==> config.mk <==
export PLATFORM = sky130hd
export DESIGN_NAME = cic_decimator
export DESIGN_NICKNAME = d
export VERILOG_FILES = /design/src/common/decim_pkg.sv /design/src/cic/cic_decimator.sv
export SDC_FILE = /design/constraint.sdc
export NUM_CORES = 1
export LEC_CHECK = 0
export BUFFER_PORTS_ARGS = -buffer_cell sky130_fd_sc_hd__buf_2
export CAP_MARGIN = 20
export CORE_MARGIN = 2
export CORE_UTILIZATION = 35
export CTS_CLUSTER_SIZE = 40
export DETAILED_ROUTE_END_ITERATION = 8
export PLACE_DENSITY_LB_ADDON = 0.25
export SYNTH_ARGS = -nofsm -noshare
export SYNTH_HDL_FRONTEND = slang
export SYNTH_SLANG_ARGS = --single-unit
==> constraint.sdc <==
create_clock -name clk -period 25.2 [get_ports clk]
set_input_delay 1.26 -clock clk [delete_from_list [all_inputs] [get_ports clk]]
set_output_delay 1.26 -clock clk [all_outputs]
set_load 0.02 [all_outputs]
==> src/common/decim_pkg.sv <==
package decim_pkg;

    // sample and coefficient formats
    localparam int SAMPLE_W  = 24;
    localparam int COEF_W    = 18;
    localparam int COEF_FRAC = 17;                  // Q1.17
    localparam int MAX_TAPS  = 32;
    localparam int PROD_W    = SAMPLE_W + COEF_W;
    localparam int FIR_ACC_W = 48;                  // 32 products of 42 bits plus headroom

    // rates
    localparam int CIC_RATE    = 125;
    localparam int CIC_ORDER   = 4;
    localparam int CIC_SHIFT   = 28;                // ceil(4 * log2(125))
    localparam int CIC_ACC_W   = SAMPLE_W + 28;
    localparam int CIC_CNT_W   = $clog2(CIC_RATE);
    localparam int TOTAL_DECIM = 1000;              // 125 * 2 * 2 * 2

    typedef logic signed [SAMPLE_W-1:0] sample_t;
    typedef logic signed [COEF_W-1:0]   coef_t;
    typedef coef_t [0:MAX_TAPS-1]       coef_table_t;   // tap 0 first, zero padded

    localparam sample_t SAMPLE_MAX = {1'b0, {(SAMPLE_W-1){1'b1}}};
    localparam sample_t SAMPLE_MIN = {1'b1, {(SAMPLE_W-1){1'b0}}};

    // one beat on a link, valid is a single cycle strobe
    typedef struct packed {
        logic    valid;
        sample_t data;
    } sample_beat_t;

    typedef enum logic [1:0] {
        IDLE,
        ACCUM,
        OUTPUT
    } fir_state_t;

    localparam int HB1_TAPS   = 13;
    localparam int HB2_TAPS   = 19;
    localparam int HB3_TAPS   = 27;
    localparam int FINAL_TAPS = 32;

    // kaiser beta 8 half-band, fc = fs/4
    localparam coef_table_t HB1_COEFS = '{
        18'sd0, 18'sd319, 18'sd0, -18'sd5132, 18'sd0, 18'sd37580,
        18'sd65539,
        18'sd37580, 18'sd0, -18'sd5132, 18'sd0, 18'sd319, 18'sd0,
        18'sd0, 18'sd0, 18'sd0, 18'sd0, 18'sd0, 18'sd0, 18'sd0, 18'sd0, 18'sd0, 18'sd0,
        18'sd0, 18'sd0, 18'sd0, 18'sd0, 18'sd0, 18'sd0, 18'sd0, 18'sd0, 18'sd0
    };

    localparam coef_table_t HB2_COEFS = '{
        18'sd11, 18'sd0, -18'sd389, 18'sd0, 18'sd2386, 18'sd0, -18'sd9074, 18'sd0,
        18'sd39834, 18'sd65538, 18'sd39834,
        18'sd0, -18'sd9074, 18'sd0, 18'sd2386, 18'sd0, -18'sd389, 18'sd0, 18'sd11,
        18'sd0, 18'sd0, 18'sd0, 18'sd0, 18'sd0, 18'sd0, 18'sd0,
        18'sd0, 18'sd0, 18'sd0, 18'sd0, 18'sd0, 18'sd0
    };

    localparam coef_table_t HB3_COEFS = '{
        18'sd8, 18'sd0, -18'sd126, 18'sd0, 18'sd593, 18'sd0, -18'sd1850, 18'sd0,
        18'sd4701, 18'sd0, -18'sd11367, 18'sd0, 18'sd40809,
        18'sd65539,
        18'sd40809, 18'sd0, -18'sd11367, 18'sd0, 18'sd4701,
        18'sd0, -18'sd1850, 18'sd0, 18'sd593, 18'sd0, -18'sd126, 18'sd0, 18'sd8,
        18'sd0, 18'sd0, 18'sd0, 18'sd0, 18'sd0
    };

    // equiripple lowpass, pass 150/512, stop 200/512
    localparam coef_table_t FINAL_COEFS = '{
        -18'sd386, -18'sd704, 18'sd415, 18'sd479, -18'sd1264, 18'sd619,
        18'sd1446, -18'sd2726, 18'sd810, 18'sd3538, -18'sd5631, 18'sd951,
        18'sd8896, -18'sd14277, 18'sd1025, 18'sd71609,
        18'sd71609, 18'sd1025, -18'sd14277, 18'sd8896,
        18'sd951, -18'sd5631, 18'sd3538, 18'sd810, -18'sd2726, 18'sd1446,
        18'sd619, -18'sd1264, 18'sd479, 18'sd415, -18'sd704, -18'sd386
    };

endpackage

==> src/cic/cic_decimator.sv <==
`timescale 1ns/1ns

// fourth order CIC, decimate by CIC_RATE, differential delay of one
module cic_decimator import decim_pkg::*; (
    input  logic         clk,
    input  logic         rst_n,
    input  sample_beat_t in_beat,
    output sample_beat_t out_beat
);

    logic signed [CIC_ACC_W-1:0] integ    [CIC_ORDER];   // wrap freely
    logic signed [CIC_ACC_W-1:0] comb_dly [CIC_ORDER];
    logic signed [CIC_ACC_W-1:0] comb     [CIC_ORDER];
    logic [CIC_CNT_W-1:0]        phase;
    logic                        dec_hit;

    // last input of each block of CIC_RATE
    assign dec_hit = in_beat.valid && (phase == CIC_CNT_W'(CIC_RATE - 1));

    // comb chain, evaluated on the integrator output of the hit cycle
    always_comb begin
        comb[0] = integ[CIC_ORDER-1] - comb_dly[0];
        for (int k = 1; k < CIC_ORDER; k++) begin
            comb[k] = comb[k-1] - comb_dly[k];
        end
    end

    // integrators, advance on input strobes only
    always_ff @(posedge clk) begin
        if (!rst_n) begin
            for (int k = 0; k < CIC_ORDER; k++) begin
                integ[k] <= '0;
            end
        end else if (in_beat.valid) begin
            integ[0] <= integ[0] + CIC_ACC_W'(in_beat.data);    // sign extended
            for (int k = 1; k < CIC_ORDER; k++) begin
                integ[k] <= integ[k] + integ[k-1];
            end
        end
    end

    always_ff @(posedge clk) begin
        if (!rst_n) begin
            phase <= '0;
        end else if (in_beat.valid) begin
            if (dec_hit) begin
                phase <= '0;
            end else begin
                phase <= phase + 1'b1;
            end
        end
    end

    // comb delays and scaled output
    always_ff @(posedge clk) begin
        if (!rst_n) begin
            for (int k = 0; k < CIC_ORDER; k++) begin
                comb_dly[k] <= '0;
            end
            out_beat <= '0;
        end else begin
            out_beat.valid <= dec_hit;
            if (dec_hit) begin
                comb_dly[0] <= integ[CIC_ORDER-1];
                for (int k = 1; k < CIC_ORDER; k++) begin
                    comb_dly[k] <= comb[k-1];
                end
                // drop the growth bits, gain ends up at 125^4 / 2^28
                out_beat.data <= comb[CIC_ORDER-1][CIC_SHIFT +: SAMPLE_W];
            end
        end
    end

endmodule

# Word level (Yosys, flattened, before mapping)
# Memories as Yosys holds them, arrays and structs flattened.
# Index checks and enable logic that the tools add are counted.
# totals
reg_bits	32
rom_bits	0
wordCells	40
out_inout_bits	25
ramBits	416
latchBits	0
inputBits	27
mem_count	2
# classes
n_eq_ne	1
muxes	16
div	0
bitwise_logic	8
shifts	0
reduce_logical	1
mul	0
n_lt_le_gt_ge	0
add_sub_neg	9
# mem_list
memory	words	word_bits	rd	rd_clocked_by_memory_dff	wr	line_no	source
comb_dly	4	52	4	0	4	cic_decimator.sv:12	logic signed [CIC_ACC_W-1:0] comb_dly [CIC_ORDER];
integ	4	52	4	0	4	cic_decimator.sv:11	logic signed [CIC_ACC_W-1:0] integ [CIC_ORDER];
# op_table
operator	count
$mux W52	8
$sub A52 B52 Y52	4
$add A52 B52 Y52	3
$add A52 B24 Y52	1
$or A1 B1 Y1	8
$add A7 B1 Y7 const B	1
$eq A7 B7 Y1 const B	1
$mux W1	7
$mux W7	1
$logic_and A1 B1 Y1	1

# Logic depth before layout (Yosys ltp)
# depth
ltp_word	6
ltp_mapped	47
mapped_depth_nobuf	47

# Least setup slack after synthesis
# Ideal clock, no wire load.
# synth_path
path_type	register to register
from	memory integ[0][156] (netlist name)
to	register out_beat[23] (netlist name)
setup_slack_ns	16.728
setup_ns	0.069
arrival_time_ns	8.403
period_less_slack_ns	8.472
path_buffers	0
stages_incl_launch_ff	46
required_ns	25.131
path_cell_list	edfxtp_1 > inv_1 > ha_1 > fa_1 > nor2b_1 > o21ai_0 > a21oi_1 > o21a_1 > o21ai_0 > a21oi_1 > a41o_1 > a21o_1 > a21oi_1 > o21ai_0 > xnor2_1 > ha_1 > nand4_1 > or2_2 > [10 not listed] > a21o_1 > a21o_1 > a31o_2 > o21ai_0 > nand2_1 > xor2_1 > ha_1 > and2_1 > a221oi_1 > o21ai_0 > a2111oi_0 > o21ai_0 > nand3_1 > nand2_1 > o41ai_1 > xor2_1 > xnor3_1 > o21ai_1
# synth_rtl
item	line_no	source
from (decl)	cic_decimator.sv:11	
to (decl)	cic_decimator.sv:8	output sample_beat_t out_beat

==> impl_summary.txt <==
----------------------------------------------------
[STA]
  Maximum operating frequency ... 102 MHz
  Setup Skew ... 30.5 ps
  Transition time at the pin with the least slew margin ... 1010 ps
  Max-slew headroom ... 32.4%
  Worst Hold Margin ... 447 ps
  Max-slew violation count ... 0
  Sum of negative setup slack ... 0 ps
  Share of the clock period used by the worst path after layout ... 38.9%
  RSZ-0062 raised after global routing ... no
  Hold violation total from the final report ... 0
  Final number of setup-violating endpoints ... 0
  Time the final worst path needs with I/O delays and setup ... 9790 ps

[Clock network]
  TritonCTS buffer count ... 56
  Clock insertion delay at the later pin of the skew report ... 620 ps
  Hold buffer count at cts ... 0
  Total number of clock tree sinks ... 448
  Post-CTS Setup Bufs ... 0
  Clk slew on worst S/H paths ... 60 ps
  Number of buffers between clock root and the deepest sink ... 3
  Number of instances resized during post-cts repair ... 0
  Clock H-tree levels ... 2
  Clock tree from TritonCTS ... done
  Clk root buf ... sky130_fd_sc_hd__clkbuf_16

[Route]
  Routed via count divided by cell count ... 5.03
  Number of DRC markers after the initial detailed-route iteration ... 1357
  Average wire length per cell after detail routing ... 14.7 um
  1st-pass router iterations ... 5
  Number of nets still failing antenna checks after routing ... 0
  Number of vias after detailed routing ... 28.2k
  # DRC ... 0
  DRT Wirelength ... 82600 um

[GRT]
  Largest net degree at the start of global routing ... 157
  Antenna violations before repair ... 3
  Overall fraction of global-route tracks in use ... 14.8%
  Aggregate global routing overflow ... 0
  Wire length of the first global-routing pass ... 138000 um
  Via count of the first global-routing pass ... 27.4k

[Power]
  Power per unit of standard cell area ... 99.0 nW/um2
  Static power due to leakage ... 18.6 nW
  Max VDD drop ... 0.0560 mV

[Finish]
  Layout overhead on the synthesized area ... 9.31%
  Combined area of the multi-input logic cells ... 22700 um2
  Share of cells above drive strength 1 ... 4.94%
  FF+latch area ... 13100 um2
  Number of inserted filler cells in the final layout ... 10.8k
  Net count reported at finish ... 4604
  Layout Utilization ... 38.4%
  Antenna diodes ... 0
  Post-route cell area ... 41000 um2

[Synth]
  Proportion of synthesized flip-flops having asynchronous set or reset ... 0%
  Ranking of synthesized cells by area ... sky130_fd_sc_hd__edfxtp_1 (33%), sky130_fd_sc_hd__ha_1 (14%), sky130_fd_sc_hd__a21o_1 (5.0%)
  Library cells used by synthesis ... 94
  Cell taking the most area after synthesis ... sky130_fd_sc_hd__edfxtp_1
  Post-synth top flop ... sky130_fd_sc_hd__edfxtp_1
  EDFF count, synth ... 416
  Instance count of the mapped netlist ... 4172
  Sequential share of the synthesized area ... 35.0%
  Number of storage elements in the synthesis netlist ... 448
  Warnings, synthesis ... 0
  Most common library cells after synthesis ... sky130_fd_sc_hd__edfxtp_1 (416), sky130_fd_sc_hd__ha_1 (409), sky130_fd_sc_hd__a21oi_1 (369)
  Post-Syn Area per Cell ... 9.00 um2
  Most numerous cell in the Yosys netlist ... sky130_fd_sc_hd__edfxtp_1
  Net Count, Synth ... 4615
  Cell area after synthesis ... 37500 um2
  Share of the synthesized area in the top cell type ... 33.3%

[Floorplan]
  DIE AREA ... 110000 um2
  Core ar. ... 107000 um2
  Starting Density ... 35.2%
  Number of core rows ... 120
  Number of primary I/O pins ... 52
  Floorplan die height ... 332 um
  Die width ... 332 um

[Placement]
  Post-place instance area ... 39200 um2
  RD Place Congestion ... 0.884
  Buffers added on ports ... 51
  Detailed placement HPWL ... 63000 um

[Setup path]
  Kind of start point of the critical path ... flip-flop
  Largest driver fanout on the critical path ... 7
  Critical path capture point type ... flip-flop
  Arrival time worst endpoint ... 10340 ps
  Library cell appearing most often on the critical path ... sky130_fd_sc_hd__a21oi_1
  Type of the worst setup path ... flip-flop to flip-flop
  Logic depth of the worst register-to-register path ... 45
  Crit path largest cell delay ... 430 ps
  Slowest cell on crit path ... sky130_fd_sc_hd__edfxtp_1
  Worst path required time ... 25750 ps

[Hold path]
  Path type of the worst min-delay path ... flip-flop to flip-flop
  Worst Hold Depth ... 2

[Flow run]
  Max-capacitance violation count ... 0

[Status]
  Result of the run ... completed

----------------------------------------------------
## through the flow
stage               total power, mW  worst slack [ps]  std cells
CTS                            4.10             15390       5610
floorplan                      2.79             16730       4172
detailed placement             3.26             15380       5506
global placement               3.25             15500       5506
finish                         4.06             15410       5610
global route                   4.44             14260       5610
## final cells by class
type	count	area share, %
Multi-Input combinational cell	3271	55.4
Sequential cell	448	32.0
Tap cell	1403	4.28
Clock buffer	69	3.71
Inverter	321	2.95
Timing Repair Buffer	63	0.872
Clock inverter	35	0.841
## cells in the final DEF, fill, tap and decap left out, drive strengths merged, types with 23 or more instances in the layout
master  synthesis  final
a21boi         28     28
xor2          123    123
nand4          43     43
clkinv          0     23
nor3           65     65
a31oi          39     39
a21o          254    254
inv           321    322
ha            409    409
and2          171    171
buf             5     63
a211oi         32     32
nand3          78     78
clkbuf        127     69
nor2          343    343
edfxtp        416    416
nand2b         54     54
o21ai         235    235
nor2b          54     54
a21oi         370    370
xnor2         203    203
o21bai         68     68
nand2         272    272
o21a           36     36
dfxtp          32     32
nor3b          24     24
and3          100    100
## per-layer routing
metal	global-route usage, %	wire, um	up-vias
met1	20.6	42300	12645
met2	24.1	35900	328
met3	1.77	2350	124
met4	4.19	2030	2
met5	0	16	-
li1	-	-	15117
## state kept, by name, indices dropped and copies added (netlist names)
signal    flops
integ       208
phase         7
comb_dly    208
out_beat     25
## worst max-delay path, delay by kind of cell (launching register included)
kind	cells	cell delay, ps
AO/OA/AOI/OAI	28	5860
XOR/XNOR	5	1010
adder cells (fa/ha/maj)	4	1390
buffers and inverters	1	40
flip-flops	1	430
AND/OR/NAND/NOR	7	960
## logic make-up after synthesis
family / count (synthesis) / synth area share, %
compound gates: 1237 / 21.5
xor+xnor: 327 / 7.68
fa+ha+maj: 416 / 14.0
buf+inv: 453 / 4.56
flops: 448 / 35.0
mux: 11 / 0.293
simple gates: 1280 / 17.0
## path summary, 6_finish.rpt
path	slack [ps]	startpoint	end
setup / recovery	15410	integ[0][158]	out_beat[23]
hold reg to reg	450	out_beat[13]	out_beat[13]
hold / removal	450	out_beat[13]	out_beat[13]
setup reg to reg	15410	integ[0][158]	out_beat[23]
## where the power goes
group	switching (mW)	internal, mW
logic	1.34	0.973
registers	0.0470	0.885
clock network	0.327	0.488
Power figures use the tool's default switching activity.
