**src/common/decim_pkg.sv**
```systemverilog
package decim_pkg;

    // sample and coefficient formats
    localparam int SAMPLE_W  = 24;
    localparam int COEF_W    = 18;
    localparam int COEF_FRAC = 17;                  // Q1.17
    localparam int MAX_TAPS  = 32;
    localparam int PROD_W    = SAMPLE_W + COEF_W;
    localparam int FIR_ACC_W = 48;                  // 32 products of 42 bits plus headroom

    // rates
    localparam int CIC_RATE    = 125;
    localparam int CIC_ORDER   = 4;
    localparam int CIC_SHIFT   = 28;                // ceil(4 * log2(125))
    localparam int CIC_ACC_W   = SAMPLE_W + 28;
    localparam int CIC_CNT_W   = $clog2(CIC_RATE);
    localparam int TOTAL_DECIM = 1000;              // 125 * 2 * 2 * 2

    typedef logic signed [SAMPLE_W-1:0] sample_t;
    typedef logic signed [COEF_W-1:0]   coef_t;
    typedef coef_t [0:MAX_TAPS-1]       coef_table_t;   // tap 0 first, zero padded

    localparam sample_t SAMPLE_MAX = {1'b0, {(SAMPLE_W-1){1'b1}}};
    localparam sample_t SAMPLE_MIN = {1'b1, {(SAMPLE_W-1){1'b0}}};

    // one beat on a link, valid is a single cycle strobe
    typedef struct packed {
        logic    valid;
        sample_t data;
    } sample_beat_t;

    typedef enum logic [1:0] {
        IDLE,
        ACCUM,
        OUTPUT
    } fir_state_t;

    localparam int HB1_TAPS   = 13;
    localparam int HB2_TAPS   = 19;
    localparam int HB3_TAPS   = 27;
    localparam int FINAL_TAPS = 32;

    // kaiser beta 8 half-band, fc = fs/4
    localparam coef_table_t HB1_COEFS = '{
        18'sd0, 18'sd319, 18'sd0, -18'sd5132, 18'sd0, 18'sd37580,
        18'sd65539,
        18'sd37580, 18'sd0, -18'sd5132, 18'sd0, 18'sd319, 18'sd0,
        18'sd0, 18'sd0, 18'sd0, 18'sd0, 18'sd0, 18'sd0, 18'sd0, 18'sd0, 18'sd0, 18'sd0,
        18'sd0, 18'sd0, 18'sd0, 18'sd0, 18'sd0, 18'sd0, 18'sd0, 18'sd0, 18'sd0
    };

    localparam coef_table_t HB2_COEFS = '{
        18'sd11, 18'sd0, -18'sd389, 18'sd0, 18'sd2386, 18'sd0, -18'sd9074, 18'sd0,
        18'sd39834, 18'sd65538, 18'sd39834,
        18'sd0, -18'sd9074, 18'sd0, 18'sd2386, 18'sd0, -18'sd389, 18'sd0, 18'sd11,
        18'sd0, 18'sd0, 18'sd0, 18'sd0, 18'sd0, 18'sd0, 18'sd0,
        18'sd0, 18'sd0, 18'sd0, 18'sd0, 18'sd0, 18'sd0
    };

    localparam coef_table_t HB3_COEFS = '{
        18'sd8, 18'sd0, -18'sd126, 18'sd0, 18'sd593, 18'sd0, -18'sd1850, 18'sd0,
        18'sd4701, 18'sd0, -18'sd11367, 18'sd0, 18'sd40809,
        18'sd65539,
        18'sd40809, 18'sd0, -18'sd11367, 18'sd0, 18'sd4701,
        18'sd0, -18'sd1850, 18'sd0, 18'sd593, 18'sd0, -18'sd126, 18'sd0, 18'sd8,
        18'sd0, 18'sd0, 18'sd0, 18'sd0, 18'sd0
    };

    // equiripple lowpass, pass 150/512, stop 200/512
    localparam coef_table_t FINAL_COEFS = '{
        -18'sd386, -18'sd704, 18'sd415, 18'sd479, -18'sd1264, 18'sd619,
        18'sd1446, -18'sd2726, 18'sd810, 18'sd3538, -18'sd5631, 18'sd951,
        18'sd8896, -18'sd14277, 18'sd1025, 18'sd71609,
        18'sd71609, 18'sd1025, -18'sd14277, 18'sd8896,
        18'sd951, -18'sd5631, 18'sd3538, 18'sd810, -18'sd2726, 18'sd1446,
        18'sd619, -18'sd1264, 18'sd479, 18'sd415, -18'sd704, -18'sd386
    };

endpackage

```
**src/fir/fir_filter.sv**
```systemverilog
`timescale 1ns/1ns

// single multiplier FIR, taps walked one per cycle
// with DECIM 2 only every second input is computed
module fir_filter import decim_pkg::*; #(
    parameter int          NUM_TAPS = 13,
    parameter coef_table_t COEFS    = '0,
    parameter int          DECIM    = 1
) (
    input  logic         clk,
    input  logic         rst_n,
    input  sample_beat_t in_beat,
    output sample_beat_t out_beat
);

    sample_t                      line [NUM_TAPS];   // line[0] is the newest sample
    logic                         phase;
    logic                         start;
    logic                         start_q;
    fir_state_t                   state;
    logic [$clog2(NUM_TAPS)-1:0]  tap;
    logic                         tap_last;
    logic [$clog2(NUM_TAPS)-1:0]  next_tap;
    logic                         last_q;            // prod_q holds the last product
    logic signed [PROD_W-1:0]     mult;
    logic signed [PROD_W-1:0]     prod_q;
    logic signed [FIR_ACC_W-1:0]  acc;
    logic signed [FIR_ACC_W-1:0]  acc_rnd;
    logic signed [FIR_ACC_W-1:0]  acc_shr;
    sample_t                      sat;

    // second, fourth, ... input starts a run when decimating
    assign start = in_beat.valid && (DECIM == 1 || phase);

    always_ff @(posedge clk) begin
        if (!rst_n) begin
            for (int i = 0; i < NUM_TAPS; i++) begin
                line[i] <= '0;
            end
            phase   <= 1'b0;
            start_q <= 1'b0;
        end else begin
            start_q <= start;       // line settles before the first multiply
            if (in_beat.valid) begin
                line[0] <= in_beat.data;
                for (int i = 1; i < NUM_TAPS; i++) begin
                    line[i] <= line[i-1];
                end
                phase <= ~phase;
            end
        end
    end

    // the one shared multiplier
    assign mult     = line[tap] * $signed(COEFS[tap]);
    assign tap_last = (int'(tap) == NUM_TAPS - 1);
    assign next_tap = tap_last ? '0 : tap + 1'b1;

    // product is registered, so ACCUM adds the product issued one cycle earlier
    always_ff @(posedge clk) begin
        if (!rst_n) begin
            state  <= IDLE;
            tap    <= '0;
            last_q <= 1'b0;
            prod_q <= '0;
            acc    <= '0;
        end else begin
            case (state)
                IDLE: begin
                    if (start_q) begin
                        prod_q <= mult;     // tap 0
                        last_q <= tap_last;
                        tap    <= next_tap;
                        acc    <= '0;
                        state  <= ACCUM;
                    end
                end
                ACCUM: begin
                    acc <= acc + FIR_ACC_W'(prod_q);
                    if (last_q) begin
                        state <= OUTPUT;
                    end else begin
                        prod_q <= mult;
                        last_q <= tap_last;
                        tap    <= next_tap;
                    end
                end
                OUTPUT: begin
                    state <= IDLE;
                end
                default: begin
                    state <= IDLE;
                end
            endcase
        end
    end

    // round half up by COEF_FRAC, then clamp to sample range
    assign acc_rnd = acc + FIR_ACC_W'(1 << (COEF_FRAC - 1));
    assign acc_shr = acc_rnd >>> COEF_FRAC;

    always_comb begin
        if (acc_shr > SAMPLE_MAX) begin
            sat = SAMPLE_MAX;
        end else if (acc_shr < SAMPLE_MIN) begin
            sat = SAMPLE_MIN;
        end else begin
            sat = acc_shr[SAMPLE_W-1:0];
        end
    end

    // strobe in the OUTPUT cycle, NUM_TAPS+2 after the input
    always_comb begin
        out_beat.valid = (state == OUTPUT);
        out_beat.data  = sat;
    end

endmodule

```
**config.mk**
```make
export PLATFORM = sky130hd
export DESIGN_NAME = fir_filter
export DESIGN_NICKNAME = d
export VERILOG_FILES = /design/src/common/decim_pkg.sv /design/src/fir/fir_filter.sv
export SDC_FILE = /design/constraint.sdc
export NUM_CORES = 1
export LEC_CHECK = 0
export ABC_AREA = 0
export BUFFER_PORTS_ARGS = -buffer_cell sky130_fd_sc_hd__clkbuf_2
export CORE_UTILIZATION = 36
export CTS_CLUSTER_DIAMETER = 60
export DETAILED_ROUTE_END_ITERATION = 6
export PLACE_DENSITY = 0.77
export SKIP_LAST_GASP = 1
export SLEW_MARGIN = 25
export SYNTH_ARGS = -nofsm -noshare
export SYNTH_HDL_FRONTEND = slang
export SYNTH_SLANG_ARGS = --single-unit
```
**constraint.sdc**
```tcl
create_clock -name clk -period 1.7 [get_ports clk]
set_input_delay 0.255 -clock clk [delete_from_list [all_inputs] [get_ports clk]]
set_output_delay 0.255 -clock clk [all_outputs]
set_load 0.01 [all_outputs]
```
; Word-level counts from Yosys, hierarchy flattened
; Memory sizes are Yosys's and may differ from the RTL's. A register that Yosys moved wholly into a read port is not among the register bits.
; Index checks and enable logic that the tools add are counted.
[word_totals]
regBits = 98
latch_bits = 0
ram_bits = 312
rom_bits = 576
in_bits = 27
wordCells = 78
memories = 2
[mem_list]
columns = name, depth, word_bits, read_ports, rd_clocked_by_memory_dff, write_ports, line
row1 = (name not given), 32, 18, 1, 0, 0, fir_filter.sv:55  ; assign mult = line[tap] * $signed(COEFS[tap]);
row2 = line, 13, 24, 13, 1, 13, fir_filter.sv:16  ; sample_t line [NUM_TAPS];
[op_classes]
addsub = 3
mul = 1
div_mod_pow = 0
n_lt_le_gt_ge = 3
eq_ne = 6
n_shift = 0
muxes = 38
n_bitwise = 14
n_reduce_logical = 5
[ops]
columns = op, count
row1 = $mux W24, 15
row2 = $pmux W48 S2, 1
row3 = $mux W42, 2
row4 = $pmux W42 S2, 1
row5 = $add A48 B18 Y48 const B, 1
row6 = $add A48 B42 Y48, 1
row7 = $mux W48, 1
row8 = $mul A24 B18 Y42, 1
row9 = $mux W18, 2
row10 = $gt A31 B24 Y1 const B, 1
row11 = $lt A31 B24 Y1 const B, 1
row12 = $mux W4, 5
row13 = $or A1 B1 Y1, 13
row14 = $pmux W4 S2, 1
row15 = $ge A5 B6 Y1 const B, 1
row16 = $mux W1, 6
row17 = $ne A2 B2 Y1 const B, 3
row18 = $not A4 Y5, 1
row19 = $add A4 B1 Y4 const B, 1
row20 = $eq A4 B3 Y1 const B, 1
row21 = $mux W2, 2
row22 = $pmux W2 S2, 1
row23 = $reduce_and A2 Y1, 2
row24 = $reduce_and A3 Y1, 1
row25 = 5 further kinds, 5

; Depth between registers and ports, before layout
; Gate-level depths: netlist (run 1).
[depth]
depth_word = 7
ltp_mapped = 6
ltp_nobuf = 6

; Worst setup path before layout (run 1)
; No wires, ideal clock.
[synth_path]
path_kind = reg2reg
startpoint = register tap[0]
endpoint = register last_q
setup_time_ns = 0.119
t_arrival_ns = 1.169
required_ns = 1.581
path_slack_ns = 0.412
stages_incl_launch_ff = 7
n_path_buf = 0
cell_sequence = dfxtp_1 > inv_1 > ha_1 > and3_2 > nor2_1 > a21oi_1 > o221a_1
[synth_between]
elab_chain_len = 3
word_cells_on_any_way = 4
classes_between = 1 x eq/ne / 3 x mux
[synth_rtl]
columns = element, line
row1 = from (decl), fir_filter.sv:21  ; logic [$clog2(NUM_TAPS)-1:0] tap;
row2 = from (signal assigned), fir_filter.sv:73  ; tap <= next_tap;
row3 = from (signal assigned), fir_filter.sv:85  ; tap <= next_tap;
row4 = $eq A4 B3 Y1 (*), fir_filter.sv:56  ; assign tap_last = (int'(tap) == NUM_TAPS - 1);
row5 = $mux W1 (on tied branches), "fir_filter.sv:80, fir_filter.sv:70"
row6 = $pmux W1 S2 (*), fir_filter.sv:68  ; case (state)
row7 = to (signal assigned), fir_filter.sv:72  ; last_q <= tap_last;
row8 = to (signal assigned), fir_filter.sv:84  ; last_q <= tap_last;
row9 = to (decl), fir_filter.sv:24  ; logic last_q;
; Mark *: on every way between the ends. The rest lies on a longest branch, timed or not. The select of a mux whose other input is x is not followed.
; A chain may end at the register's enable or synchronous reset.

; Final worst setup path (run 1)
; Same ends and word-level chain as after synthesis.

==> results of run 1 <==
[metrics by stage]
step	hold WS [ns]	cells	worst slack (ns)
finish	0.209	83	0.340
global route	0.224	83	0.235
CTS	0.200	83	0.328
detailed placement	0.467	80	0.336
global placement	0.466	80	0.365
floorplan	0.382	86	0.412
[report_power, final]
group / internal [mW] / switching, mW / leakage (nW)
Combinational: 0.0200 / 0.0408 / 0.195
Sequential: 0.196 / 0.00856 / 0.0652
Clock: 0.0806 / 0.0625 / 0.0138
[cell type report]
class                           count  area share, %
Inverter                            2           1.40
Timing Repair Buffer                3           2.80
Sequential cell                     8           29.8
Clock buffer                        3           4.20
Tap cell                           16           3.73
Multi-Input combinational cell     51           58.0
[final timing paths]
| check | slack, ns | startpoint | cells after the start | to |
|---|---|---|---|---|
| max | 0.34 | tap[0]$_SDFFE_PN0P_ | 6 | last_q$_SDFFE_PN0P_ |
| min | 0.21 | in_beat[24] | 2 | start_q$_SDFF_PN0_ |
| max reg2reg | 0.34 | tap[0]$_SDFFE_PN0P_ | 6 | last_q$_SDFFE_PN0P_ |
| min reg2reg | 0.50 | tap[3]$_SDFFE_PN0P_ | 1 | tap[3]$_SDFFE_PN0P_ |
[sequential cells by signal (all words and copies together), names as in the netlist]
signal,count
start_q,1
tap,4
last_q,1
state,2
[routing by layer]
layer | global-route usage, % | wire length [um] | up-vias | share of wire, %
met1 | 8.80 | 268 | 143 | 44
met4 | 7.50 | 19 | 0 | 3.1
met2 | 12.2 | 272 | 16 | 45
met3 | 3.88 | 49 | 4 | 8.0
li1 | - | - | 168 | -
met5 | 0 | 0 | - | 0
[cell families (layout without fill, tap and decap cells)]
family,count (synthesis),in the layout,synth area share (%)
other,1,24,0.649
and+or+nand+nor,16,16,20.1
buffers and inverters,27,8,33.3
muxes,2,2,3.46
DFF,8,8,27.7
adders and majority gates,2,2,4.33
AOI/OAI and AO/OA,7,7,10.4
[synth_stat cells]
cell type / n
inv_1: 2
nor2b_1: 3
and2_2: 1
and3_1: 1
buf_4: 24
ha_1: 2
and2_1: 1
a21oi_4: 1
nor2_1: 3
and3_2: 1
a31o_1: 2
o21ai_1: 2
conb_1: 1
o221a_1: 1
dfxtp_1: 8
a21oi_1: 1
and4b_2: 1
and4b_1: 2
mux2i_1: 2
and2b_1: 1
clkbuf_2: 1
nand2b_4: 1
nand2b_1: 1
==> flow_summary_export.csv, run 1 <==
group,metric,value,unit
synth,synth.avg_cell_area,9.18,um2
global_routing,grt_max_degree,11,
setup_path,worstPathMaxFanout,5,
setup_path,critPathMaxStageDelay,0.38,ns
finish,layout_commonest_cell,"conb_1",
synth,synth_cell_type_count,23,
finish,finalInstanceArea,537,um2
drt,routed_wl,610,um
placed_design,placement.cell_area,514,um2
synth,synth_cells,63,
outcome,outcome,"finished, final reports clean",
finish,antenna_cells,0,
floorplan,rows,14,
setup_path,cp_cell_sequence,"inv_1 > ha_1 > and3_2 > nor2_1 > a21oi_1 > o221a_1",
global_routing,grt_pass1_wl,1070,um
global_routing,antenna_found_initial,0,
drt,wire_per_inst,7.35,um
setup_path,path_buf_inv,1,
timing,setup-tns-final,0,ns
placed_design,io_buffers,3,
synth,synth.cell_area,578,um2
setup_path,path_delay_family,"flip-flops",
clocking,cts_setup_buffers,0,
setup_path,worstPathArrival,1.50,ns
setup_path,crit_path_top_delay_cell,"dfxtp_1",
clocking,cts_root_buf,"clkbuf_4",
timing,final_hold_viol_count,0,
clocking,cts_sinks,8,
synth,seq_area_frac_synth,27.7,%
power_and_ir_drop,leakagePower,0.274,nW
worst_hold_path,worst_hold_path_type,"primary input to flop",
setup_path,cp-start-kind,"flop",
placed_design,hpwl,487,um
drt,antenna_left,0,
timing,period_minus_slack,1.36,ns
synth,synth.area.top_cells,"buf_4 (31%), dfxtp_1 (28%), ha_1 (4.3%)",
timing,min_period_over_period,80.0,%
timing,finClkSkew,0.00552,ns
timing,rsz0062_at_grt,"false",
placed_design,place.gp.congestion,0.711,
floorplan,core,1510,um2
setup_path,crit_type,"flop to flop",
drt,post-route-drc-count,0,
clocking,postCtsHoldBufs,0,
drt,via_per_inst,3.99,
floorplan,dieHeight,42.1,um
clocking,worstSkewPairLatency,0.25,ns
power_and_ir_drop,peakVddDrop,0.329,mV
finish,area_growth,-7.14,%
finish,drive_gt1_share,16.4,%
finish,multiInputGateArea,312,um2
finish,mostFrequentLayoutCells,"conb_1 (24), dfxtp_1 (8)",
flow_run,cap_violations,0,
finish,seq_area,160,um2
drt,drt_first_pass_iters,2,
synth,yosysWarnings,0,
clocking,cts.clk_slew.worst_paths,0.05,ns
setup_path,endpoint_kind,"flop",
global_routing,grt-ovfl-total,0,
clocking,clock_path_buffers,2,
synth,yosys.area.top_type,"buf_4",
finish,fillCellCount,160,
floorplan,die_w,42.1,um
timing,drv_slew,0,
global_routing,grt_usage,8.33,%
floorplan,initial_core_util,38.4,%
power_and_ir_drop,power,0.408,mW
synth,synth_top_area_share,31.2,%
power_and_ir_drop,pwr_density_cell,761,nW/um2
floorplan,die_area,1770,um2
clocking,cts.repair.resized,0,
clocking,htreeDepth,1,
drt,drt_iter0_drc,6,
timing,setup_violations,0,
floorplan,ios,52,
global_routing,grt_pass1_vias,274,
synth,ys_seq_elements,8,
timing,max_freq,735,MHz
drt,vias,331,
setup_path,required,1.84,ns
finish,nets,98,
finish,final_core_util,35.6,%
clocking,numCtsBuffers,3,
clocking,cts_tree,"done",
(Power assumes the default switching activity.)
==> run 2: changes to the inputs <==
--- a/config.mk
+++ b/config.mk
@@ -7,10 +7,10 @@
 export LEC_CHECK = 0
 export ABC_AREA = 0
 export BUFFER_PORTS_ARGS = -buffer_cell sky130_fd_sc_hd__clkbuf_2
-export CORE_UTILIZATION = 36
+export CORE_UTILIZATION = 32
 export CTS_CLUSTER_DIAMETER = 60
 export DETAILED_ROUTE_END_ITERATION = 6
-export PLACE_DENSITY = 0.77
+export PLACE_DENSITY = 0.72
 export SKIP_LAST_GASP = 1
 export SLEW_MARGIN = 25
 export SYNTH_ARGS = -nofsm -noshare
==> constraint.sdc (replaced) <==
create_clock -name clk -period 1.2 [get_ports clk]
set_input_delay 0.18 -clock clk [delete_from_list [all_inputs] [get_ports clk]]
set_output_delay 0.18 -clock clk [all_outputs]
set_load 0.01 [all_outputs]
==> run 2 against run 1 <==
Setup slack worse by 0.34 ns; clock-buffer cell count unchanged; register-to-register slack worse by 0.34 ns; the flow now finishes with violations (negative setup slack); via count up 2.7%; die area up 12%; critical path depth unchanged; total power up 45%; highest routed layer is now met3.
==> flow_summary_export.csv, run 2 (synthesis results as in run 1) <==
group,metric,value,unit
finish,top_regs,"tap x4, state x2",
floorplan,die_area,1980,um2
outcome,violations,"negative setup slack",
timing,finClkSkew,0.00178,ns
global_routing,grt_max_degree,11,
timing,period_minus_slack,1.20,ns
timing,setup_violations,1,
timing,final_hold_viol_count,0,
global_routing,grt_pass1_vias,273,
power_and_ir_drop,peakVddDrop,0.547,mV
floorplan,die_w,44.5,um
clocking,cts_tree,"done",
finish,mostFrequentLayoutCells,"conb_1 (24), dfxtp_1 (4)",
clocking,htreeDepth,1,
flow_run,cap_violations,0,
setup_path,worstPathMaxFanout,5,
timing,drv_slew,0,
power_and_ir_drop,clockPowerShare,33.1,%
power_and_ir_drop,pwr_density_cell,1010,nW/um2
power_and_ir_drop,power_frac_comb,17.9,%
timing,max_freq,830,MHz
power_and_ir_drop,internal-power,0.432,mW
power_and_ir_drop,seqPwrFrac,48.9,%
timing,fin_hold_ws,0.144,ns
clocking,numCtsBuffers,3,
setup_path,crit_type,"flop to flop",
drt,drt_iter0_drc,6,
drt,via_per_inst,3.66,
finish,layout_commonest_cell,"conb_1",
drt,wire_per_inst,7.70,um
setup_path,required,1.34,ns
finish,nets,100,
clocking,cts_root_buf,"clkbuf_4",
clocking,worstSkewPairLatency,0.25,ns
global_routing,antenna_found_initial,0,
global_routing,grt_pass1_wl,1080,um
global_routing,grt_usage,7.81,%
outcome,outcome,"finished with violations",
finish,area_growth,1.30,%
power_and_ir_drop,p_sw,0.159,mW
drt,vias,340,
timing,rsz0062_at_grt,"true",
finish,top_register,"tap",
finish,finalInstanceArea,586,um2
global_routing,grt-ovfl-total,0,
placed_design,place.gp.congestion,0.717,
power_and_ir_drop,switching_share,26.9,%
placed_design,placement.cell_area,541,um2
setup_path,endpoint_kind,"flop",
finish,drive_gt1_share,30.4,%
finish,largest_reg_flops,4,
worst_hold_path,worst_hold_path_type,"primary input to flop",
floorplan,ios,52,
setup_path,worstPathArrival,1.34,ns
power_and_ir_drop,leakagePower,0.286,nW
clocking,clock_path_buffers,2,
drt,routed_wl,716,um
floorplan,dieHeight,44.5,um
drt,drt_first_pass_iters,4,
timing,setup-tns-final,-0.00445,ns
clocking,cts_sinks,8,
placed_design,io_buffers,3,
floorplan,core,1590,um2
clocking,cts.clk_slew.worst_paths,0.05,ns
placed_design,hpwl,551,um
timing,worst_slack,-0.00445,ns
floorplan,initial_core_util,36.3,%
drt,antenna_left,0,
floorplan,rows,14,
drt,post-route-drc-count,0,
finish,antenna_cells,0,
timing,min_period_over_period,100,%
setup_path,cp-start-kind,"flop",
## run 2: changes by cell type in the layout (fill, tap and decap cells not counted), sizes merged
cell	previous run	this run
buf	0	2
## run 2: critical path: stages (launching register included)
cell	delay, ns
dfxtp_2	0.33
inv_2	0.03
ha_2	0.16
and3_4	0.19
nor2_2	0.07
a21oi_1	0.06
o221a_1	0.23
## run 2: stage by stage
step	total power [mW]	worst slack, ns	utilization, %	cells
6_report	0.591	-0.00445	36.7	93
5_1_grt	0.630	-0.0519	36.7	93
4_1_cts	0.598	-0.00944	35.8	93
3_5_place_dp	0.392	-0.0498	33.9	89
3_3_place_gp	0.389	-0.0430	33.9	89
2_1_floorplan	0.433	0.00311	-	86
## run 2: area by class of cell
cell class	instances	area, um2
well taps	24	30.0
inverters	2	7.51
fillers	170	1010
multi-input cells	51	328
flip-flops and latches	8	168
clock buffers	3	22.5
repair buffers	5	30.0
## run 2: power groups by stage
| stage | Sequential, mW | Combinational, mW | Clock (mW) |
|---|---|---|---|
| 3_3_place_gp | 0.296 | 0.0930 | 0 |
| 6_report | 0.289 | 0.106 | 0.196 |
| 5_1_grt | 0.290 | 0.120 | 0.219 |
| 4_1_cts | 0.288 | 0.104 | 0.207 |
| 3_5_place_dp | 0.296 | 0.0959 | 0 |
| 2_1_floorplan | 0.294 | 0.139 | 0 |
## run 2: what timing repair did
| item | 4_1_cts | 5_1_grt |
|---|---|---|
| hold buffers | 0 | 0 |
| hold endpoints to repair | 0 | 0 |
| buffers inserted | 1 | 0 |
| pin swaps | 1 | 1 |
| setup endpoints to repair | 1 | 5 |
| gates resized for setup | 0 | 5 |
## run 2: path summary, 6_finish.rpt
kind	start	end	slack [ns]	cells past startpoint
setup reg to reg	tap[0]$_SDFFE_PN0P_	last_q$_SDFFE_PN0P_	-0.004	6
hold / removal	in_beat[24]	start_q$_SDFF_PN0_	0.14	2
setup / recovery	tap[0]$_SDFFE_PN0P_	last_q$_SDFFE_PN0P_	-0.004	6
hold reg to reg	tap[3]$_SDFFE_PN0P_	tap[3]$_SDFFE_PN0P_	0.51	1
## run 2: routing by layer
layer	wire length (um)	vias up	track usage, %	part of all wire, %
met5	0	-	0	0
met4	0	0	7.27	0
met3	46	0	2.45	6.4
met2	358	17	12.1	50
met1	311	149	8.37	43
li1	-	174	-	-
